## config.mk

```make
export PLATFORM = sky130hd
export DESIGN_NAME = cpuTop
export DESIGN_NICKNAME = d
export VERILOG_FILES = /design/src/cpuPkg.sv /design/src/instrFetch.sv /design/src/controlDecoder.sv /design/src/regFile.sv /design/src/decodeStage.sv /design/src/executeStage.sv /design/src/cpuTop.sv
export SDC_FILE = /design/constraint.sdc
export NUM_CORES = 2
export LEC_CHECK = 0
export BUFFER_PORTS_ARGS = -buffer_cell sky130_fd_sc_hd__buf_4
export CORE_MARGIN = 4
export CORE_UTILIZATION = 40
export CTS_CLUSTER_DIAMETER = 120
export DETAILED_ROUTE_END_ITERATION = 6
export GPL_ROUTABILITY_DRIVEN = 0
export PLACE_DENSITY = 0.65
export SYNTH_ARGS = -nofsm -noshare
export SYNTH_HDL_FRONTEND = slang
export SYNTH_HIERARCHICAL = 1
export SYNTH_SLANG_ARGS = --single-unit
```

## constraint.sdc

```tcl
create_clock -name Clock -period 15.08 [get_ports Clock]
set_input_delay 2.262 -clock Clock [delete_from_list [all_inputs] [get_ports Clock]]
set_output_delay 2.262 -clock Clock [all_outputs]
set_load 0.01 [all_outputs]
```

## src/cpuPkg.sv

```systemverilog
package cpuPkg;

        localparam int dataW    = 32;
        localparam int regAddrW = 5;
        localparam int shamtW   = 5;
        localparam int opW      = 6;
        localparam int regN     = 32;

        // MIPS major opcodes of the supported subset
        typedef enum logic [opW-1:0] {
                rType = 6'h00,
                addi  = 6'h08,
                andi  = 6'h0c,
                ori   = 6'h0d,
                lui   = 6'h0f
        } opcodeE;

        typedef enum logic [opW-1:0] {
                sll   = 6'h00,
                srl   = 6'h02,
                mult  = 6'h18,   // only the low word of the product is kept
                add   = 6'h20,
                sub   = 6'h22,
                andOp = 6'h24,
                orOp  = 6'h25,
                slt   = 6'h2a
        } funcE;

        typedef enum logic [3:0] {
                opAdd, opSub, opAnd, opOr, opSlt, opSll, opSrl, opMul, opLui
        } aluOpE;

        typedef struct packed {
                logic  regDst;    // destination from rd instead of rt
                logic  aluSrc;    // operand b is the immediate
                logic  regWrite;
                logic  shiftSel;  // immediate goes to the upper half
                aluOpE aluOp;
        } ctrlT;

        typedef struct packed {
                logic                valid;
                ctrlT                ctrl;
                logic [dataW-1:0]    rsData;
                logic [dataW-1:0]    rtData;
                logic [dataW-1:0]    immData;
                logic [shamtW-1:0]   shamt;
                logic [regAddrW-1:0] rAddr;
        } decExT;

        typedef struct packed {
                logic                valid;
                logic [regAddrW-1:0] addr;
                logic [dataW-1:0]    data;
        } wbT;

endpackage

```

## src/instrFetch.sv

```systemverilog
`timescale 1ns/1ps

module instrFetch (
        input  logic                     Clock,
        input  logic                     arstN,
        input  logic                     instrReq,
        input  logic [cpuPkg::dataW-1:0] instrData,
        output logic                     instrAck,
        output logic                     fetchValid,
        output logic [cpuPkg::dataW-1:0] fetchWord,
        input  logic                     take
);

        typedef enum logic [1:0] {idle, full, waitDrop} fetchStateE;

        fetchStateE state;

        assign fetchValid = (state == full);

        always_ff @(posedge Clock or negedge arstN) begin
                if (!arstN) begin
                        state    <= idle;
                        instrAck <= 1'b0;
                end else begin
                        case (state)
                                idle: begin
                                        if (instrReq) begin      // buffer is empty so accept at once
                                                instrAck <= 1'b1;
                                                state    <= full;
                                        end
                                end
                                full: begin
                                        if (!instrReq)
                                                instrAck <= 1'b0;
                                        if (take)                // a held ack still waits for the drop
                                                state <= (instrAck && instrReq) ? waitDrop : idle;
                                end
                                waitDrop: begin
                                        if (!instrReq) begin
                                                instrAck <= 1'b0;
                                                state    <= idle;
                                        end
                                end
                                default: state <= idle;
                        endcase
                end
        end

        // the word register only loads on an accepted request
        always_ff @(posedge Clock) begin
                if (state == idle && instrReq)
                        fetchWord <= instrData;
        end

        ackNeedsReq: assert property (@(posedge Clock) disable iff (!arstN)
                $rose(instrAck) |-> $past(instrReq))
                else $error("instrAck rose without a pending request");

endmodule

```

## src/controlDecoder.sv

```systemverilog
`timescale 1ns/1ps

module controlDecoder (
        input  cpuPkg::opcodeE opcode,
        input  cpuPkg::funcE   funct,
        output cpuPkg::ctrlT   ctrl
);

        always_comb begin
                ctrl.regDst   = 1'b0;
                ctrl.aluSrc   = 1'b0;
                ctrl.regWrite = 1'b0;           // unknown encodings fall through as no-ops
                ctrl.shiftSel = 1'b0;
                ctrl.aluOp    = cpuPkg::opAdd;

                case (opcode)
                        cpuPkg::rType: begin
                                ctrl.regDst   = 1'b1;
                                ctrl.regWrite = 1'b1;
                                case (funct)
                                        cpuPkg::add:   ctrl.aluOp = cpuPkg::opAdd;
                                        cpuPkg::sub:   ctrl.aluOp = cpuPkg::opSub;
                                        cpuPkg::andOp: ctrl.aluOp = cpuPkg::opAnd;
                                        cpuPkg::orOp:  ctrl.aluOp = cpuPkg::opOr;
                                        cpuPkg::slt:   ctrl.aluOp = cpuPkg::opSlt;
                                        cpuPkg::sll:   ctrl.aluOp = cpuPkg::opSll;
                                        cpuPkg::srl:   ctrl.aluOp = cpuPkg::opSrl;
                                        cpuPkg::mult:  ctrl.aluOp = cpuPkg::opMul;
                                        default:       ctrl.regWrite = 1'b0;
                                endcase
                        end
                        cpuPkg::addi: begin
                                ctrl.aluSrc   = 1'b1;
                                ctrl.regWrite = 1'b1;
                                ctrl.aluOp    = cpuPkg::opAdd;
                        end
                        cpuPkg::andi: begin
                                ctrl.aluSrc   = 1'b1;
                                ctrl.regWrite = 1'b1;
                                ctrl.aluOp    = cpuPkg::opAnd;
                        end
                        cpuPkg::ori: begin
                                ctrl.aluSrc   = 1'b1;
                                ctrl.regWrite = 1'b1;
                                ctrl.aluOp    = cpuPkg::opOr;
                        end
                        cpuPkg::lui: begin
                                ctrl.aluSrc   = 1'b1;
                                ctrl.regWrite = 1'b1;
                                ctrl.shiftSel = 1'b1;   // rides the upper-half immediate path
                                ctrl.aluOp    = cpuPkg::opLui;
                        end
                        default: ;
                endcase
        end

endmodule

```

## src/regFile.sv

```systemverilog
`timescale 1ns/1ps

module regFile (
        input  logic                        Clock,
        input  logic                        arstN,
        input  cpuPkg::wbT                  wb,
        input  logic [cpuPkg::regAddrW-1:0] rsAddr,
        input  logic [cpuPkg::regAddrW-1:0] rtAddr,
        output logic [cpuPkg::dataW-1:0]    rsData,
        output logic [cpuPkg::dataW-1:0]    rtData
);

        logic [cpuPkg::dataW-1:0] regs [cpuPkg::regN];

        logic wrEn;

        assign wrEn = wb.valid && (wb.addr != '0);   // register zero is never written

        always_ff @(posedge Clock or negedge arstN) begin
                if (!arstN) begin
                        for (int i = 0; i < cpuPkg::regN; i++)
                                regs[i] <= '0;
                end else if (wrEn) begin
                        regs[wb.addr] <= wb.data;
                end
        end

        // write-first so decode sees a result in the cycle it is written
        always_comb begin
                if (wrEn && wb.addr == rsAddr)
                        rsData = wb.data;
                else
                        rsData = regs[rsAddr];

                if (wrEn && wb.addr == rtAddr)
                        rtData = wb.data;
                else
                        rtData = regs[rtAddr];
        end

endmodule

```

## src/decodeStage.sv

```systemverilog
`timescale 1ns/1ps

module decodeStage (
        input  logic                        Clock,
        input  logic                        arstN,
        input  logic                        fetchValid,
        input  logic [cpuPkg::dataW-1:0]    fetchWord,
        output logic                        take,
        output logic [cpuPkg::regAddrW-1:0] rsAddr,
        output logic [cpuPkg::regAddrW-1:0] rtAddr,
        input  logic [cpuPkg::dataW-1:0]    rsData,
        input  logic [cpuPkg::dataW-1:0]    rtData,
        input  cpuPkg::decExT               exBusy,
        output cpuPkg::decExT               decEx
);

        cpuPkg::opcodeE              opcode;
        cpuPkg::funcE                funct;
        cpuPkg::ctrlT                ctrl;
        cpuPkg::decExT               decNext;
        logic [cpuPkg::regAddrW-1:0] rdAddr;
        logic [15:0]                 imm;
        logic                        rsUsed;
        logic                        rtUsed;
        logic                        hazard;

        assign opcode = cpuPkg::opcodeE'(fetchWord[31:26]);
        assign funct  = cpuPkg::funcE'(fetchWord[5:0]);
        assign rsAddr = fetchWord[25:21];
        assign rtAddr = fetchWord[20:16];
        assign rdAddr = fetchWord[15:11];
        assign imm    = fetchWord[15:0];

        controlDecoder dec0 (
                .opcode(opcode),
                .funct (funct),
                .ctrl  (ctrl)
        );

        // shifts and lui ignore rs, immediates ignore rt
        assign rsUsed = !ctrl.shiftSel && ctrl.aluOp != cpuPkg::opSll
                        && ctrl.aluOp != cpuPkg::opSrl;
        assign rtUsed = !ctrl.aluSrc;

        // the result in execute reaches the register file one cycle too late
        assign hazard = fetchValid && exBusy.valid && exBusy.ctrl.regWrite
                        && exBusy.rAddr != '0
                        && ((rsUsed && rsAddr == exBusy.rAddr)
                            || (rtUsed && rtAddr == exBusy.rAddr));

        assign take = fetchValid && !hazard;

        always_comb begin
                decNext.valid   = take;   // a stall leaves a bubble behind
                decNext.ctrl    = ctrl;
                decNext.rsData  = rsData;
                decNext.rtData  = rtData;
                decNext.immData = ctrl.shiftSel ? {imm, 16'd0} : {{16{imm[15]}}, imm};
                decNext.shamt   = fetchWord[10:6];
                decNext.rAddr   = ctrl.regDst ? rdAddr : rtAddr;
        end

        always_ff @(posedge Clock or negedge arstN) begin
                if (!arstN)
                        decEx <= '0;
                else
                        decEx <= decNext;
        end

        // the bubble clears execute, so the held word goes on the next cycle
        stallOneCycle: assert property (@(posedge Clock) disable iff (!arstN)
                hazard |=> take)
                else $error("decode stalled for more than one cycle");

endmodule

```

## src/executeStage.sv

```systemverilog
`timescale 1ns/1ps

module executeStage (
        input  logic          Clock,
        input  logic          arstN,
        input  cpuPkg::decExT decEx,
        output cpuPkg::wbT    wb
);

        logic [cpuPkg::dataW-1:0] opB;
        logic [cpuPkg::dataW-1:0] result;
        logic                     lessThan;

        assign opB      = decEx.ctrl.aluSrc ? decEx.immData : decEx.rtData;
        assign lessThan = $signed(decEx.rsData) < $signed(opB);

        always_comb begin
                case (decEx.ctrl.aluOp)
                        cpuPkg::opAdd: result = decEx.rsData + opB;
                        cpuPkg::opSub: result = decEx.rsData - opB;
                        cpuPkg::opAnd: result = decEx.rsData & opB;
                        cpuPkg::opOr:  result = decEx.rsData | opB;
                        cpuPkg::opSlt: result = {{(cpuPkg::dataW-1){1'b0}}, lessThan};
                        cpuPkg::opSll: result = decEx.rtData << decEx.shamt;
                        cpuPkg::opSrl: result = decEx.rtData >> decEx.shamt;
                        cpuPkg::opMul: result = decEx.rsData * opB;   // low word only
                        cpuPkg::opLui: result = decEx.immData;       // already shifted up in decode
                        default:       result = '0;
                endcase
        end

        always_ff @(posedge Clock or negedge arstN) begin
                if (!arstN) begin
                        wb <= '0;
                end else begin
                        wb.valid <= decEx.valid && decEx.ctrl.regWrite;
                        wb.addr  <= decEx.rAddr;
                        wb.data  <= result;
                end
        end

        wbFollowsIssue: assert property (@(posedge Clock) disable iff (!arstN)
                wb.valid |-> $past(decEx.valid))
                else $error("writeback without an instruction in execute");

endmodule

```

## src/cpuTop.sv

```systemverilog
`timescale 1ns/1ps

module cpuTop (
        input  logic                     Clock,
        input  logic                     arstN,
        input  logic                     instrReq,
        input  logic [cpuPkg::dataW-1:0] instrData,
        output logic                     instrAck,
        output cpuPkg::wbT               wb
);

        logic                        fetchValid;
        logic [cpuPkg::dataW-1:0]    fetchWord;
        logic                        take;
        logic [cpuPkg::regAddrW-1:0] rsAddr;
        logic [cpuPkg::regAddrW-1:0] rtAddr;
        logic [cpuPkg::dataW-1:0]    rsData;
        logic [cpuPkg::dataW-1:0]    rtData;
        cpuPkg::decExT               decEx;

        instrFetch fetch0 (
                .Clock     (Clock),
                .arstN     (arstN),
                .instrReq  (instrReq),
                .instrData (instrData),
                .instrAck  (instrAck),
                .fetchValid(fetchValid),
                .fetchWord (fetchWord),
                .take      (take)
        );

        decodeStage dec0 (
                .Clock     (Clock),
                .arstN     (arstN),
                .fetchValid(fetchValid),
                .fetchWord (fetchWord),
                .take      (take),
                .rsAddr    (rsAddr),
                .rtAddr    (rtAddr),
                .rsData    (rsData),
                .rtData    (rtData),
                .exBusy    (decEx),    // execute's current instruction for the hazard check
                .decEx     (decEx)
        );

        regFile reg0 (
                .Clock (Clock),
                .arstN (arstN),
                .wb    (wb),
                .rsAddr(rsAddr),
                .rtAddr(rtAddr),
                .rsData(rsData),
                .rtData(rtData)
        );

        executeStage ex0 (
                .Clock(Clock),
                .arstN(arstN),
                .decEx(decEx),
                .wb   (wb)
        );

endmodule

```

==> flow_summary_export.csv <==
group,metric,value,unit
synth,synth_warnings,6,
global_route,grt_pass1_vias,60700,
setup_path,cpLargestDelayFamily,"adder cells",
clocking,cts_max_level,4,
setup_path,r2r_setup_slack,6.10,ns
sta,hold_viol,0,
layout,fillers,18500,
layout,multi_input_area,47800,µm²
setup_path,crit_type,"flip-flop to flip-flop",
global_route,grt.total_usage,0.259,
min_path,hold_path.class,"flip-flop to flip-flop",
floorplan,ios,74,
route,vias_per_cell,6.40,
layout,drive_gt1_frac,0.328,
clocking,post_cts_resize_count,0,
floorplan,start_util,0.403,
floorplan,fp.dieW,463,µm
setup_path,cp_common_cell,"fa_1",
floorplan,die_y,463,µm
route,routed_wl,282000,µm
floorplan,die_area,214000,µm²
route,antenna_left,0,
setup_path,arrival,9.63,ns
floorplan,num_rows,166,
sta,rsz0062_at_grt,"false",
clocking,clk_latency,0.78,ns
synth,netlist_area,82700,µm²
synth,syn_nets,7365,
synth,syn_avg_cell_area,12.3,µm²
layout,area_delta_synth_final,8.78,%
layout,final_cell_mix,"dfrtp_1 (1173), mux2_2 (1062), mux4_2 (521)",
sta,relSlewSlack,0.103,
sta,max_freq,111,MHz
layout,layout.nets,7155,
sta,final.setup_skew,0.0220,ns
route,drt_pass1_iterations,7,
route,wl_per_cell,30.4,µm
global_route,grt_pass1_wl,414000,µm
global_route,grt_overflow,0,
clocking,ctsLongestPathBuffers,3,
placed_design,io_buffers,73,
sta,fin_tns_setup,0,ns
route,remaining_drc_errors,0,
layout,final_common_cell,"dfrtp_1",
global_route,grt_max_degree,177,
sta,period_minus_slack,8.98,ns
sta,setup_viol,0,
layout,register_area,30400,µm²
placed_design,post-dp-hpwl,175000,µm
route,drt-initial-drc-count,7629,
clocking,clock-sinks,1210,
setup_path,critical_path.max_stage_delay,0.64,ns
setup_path,critPathMaxFanout,32,
sta,final_max_slew_viol_count,0,
global_route,antenna_found_initial,16,
floorplan,coreArea,205000,µm²
clocking,cts_tree,"built",
clocking,root_buffer,"clkbuf_16",
setup_path,crit_required,15.73,ns
synth,synthCells,6696,
sta,min_period_over_period,0.595,
setup_path,end_kind,"flip-flop",
clocking,clkSlewWorstSetupHoldPaths,0.06,ns
setup_path,start_kind,"flip-flop",
flow_run,drv_cap,0,
outcome,status,"finished, final reports clean",
sta,worst_pin_slew,1.35,ns
route,vias,59400,
clocking,postCtsHoldBufs,0,
setup_path,path_buf_inv,5,
setup_path,cpMaxStageDelayCell,"mux2_2",
clocking,numCtsBuffers,134,
clocking,cts_setup_buffers,0,
[per-layer routing]
metal | up-vias | global-route usage | wire [µm]
met5 | - | 0 | 13
li1 | 23700 | - | -
met1 | 31100 | 0.337 | 105000
met4 | 2 | 0.137 | 18400
met2 | 3630 | 0.395 | 126000
met3 | 965 | 0.0726 | 32700
[worst register-to-register path: cells and delay by family (launching register included)]
kind / cells / cell delay, ns
flops: 1 / 0.34
mux: 1 / 0.67
fa+ha+maj: 10 / 4.73
xor+xnor: 1 / 0.24
buf+inv: 5 / 1.00
compound gates: 5 / 1.32
simple gates: 4 / 0.53
[layout make-up]
class | instances | share of cell area
Inverter | 488 | 0.0204
Multi-Input combinational cell | 4416 | 0.532
Clock inverter | 48 | 0.00705
Clock buffer | 189 | 0.0436
Antenna cell | 5 | 0.000139
Tap cell | 2688 | 0.0374
Sequential cell | 1210 | 0.339
Timing Repair Buffer | 236 | 0.0210
[state kept, by name (all words and copies together), names as in the netlist]
signal / flops
fetch0/fetchWord: 32
reg0/regs: 1024
fetch0/state: 2
ex0/wb: 38
fetch0/instrAck: 1
dec0/decEx: 113
[per-stage QoR]
step	instance area (µm²)	hold slack (ns)	worst slack (ns)	utilization	std cells
after floorplan	82700	0.369	7.46	-	6696
after global placement	85400	0.376	6.53	0.416	9038
after detailed placement	85400	0.382	6.41	0.416	9038
after CTS	89900	0.396	6.34	0.438	9275
after global routing	89900	0.407	5.99	0.438	9276
final	89900	0.394	6.10	0.438	9280
[final timing paths]
check / from / to / depth (start not counted)
setup / recovery: dec0/decEx[112]$_DFF_PN0_ / ex0/wb[31]$_DFF_PN0_ / 26
hold / removal: reg0/regs[1021]$_DFFE_PN0P_ / reg0/regs[1021]$_DFFE_PN0P_ / 0
setup reg to reg: dec0/decEx[112]$_DFF_PN0_ / ex0/wb[31]$_DFF_PN0_ / 26
hold reg to reg: reg0/regs[1021]$_DFFE_PN0P_ / reg0/regs[1021]$_DFFE_PN0P_ / 0
max in group asynchronous: arstN / dec0/decEx[5]$_DFF_PN0_ / 4
min in group asynchronous: arstN / reg0/regs[982]$_DFFE_PN0P_ / 1
Power is not shown: default switching activity piles up to over one toggle a cycle in this logic, so the estimate is an artifact.
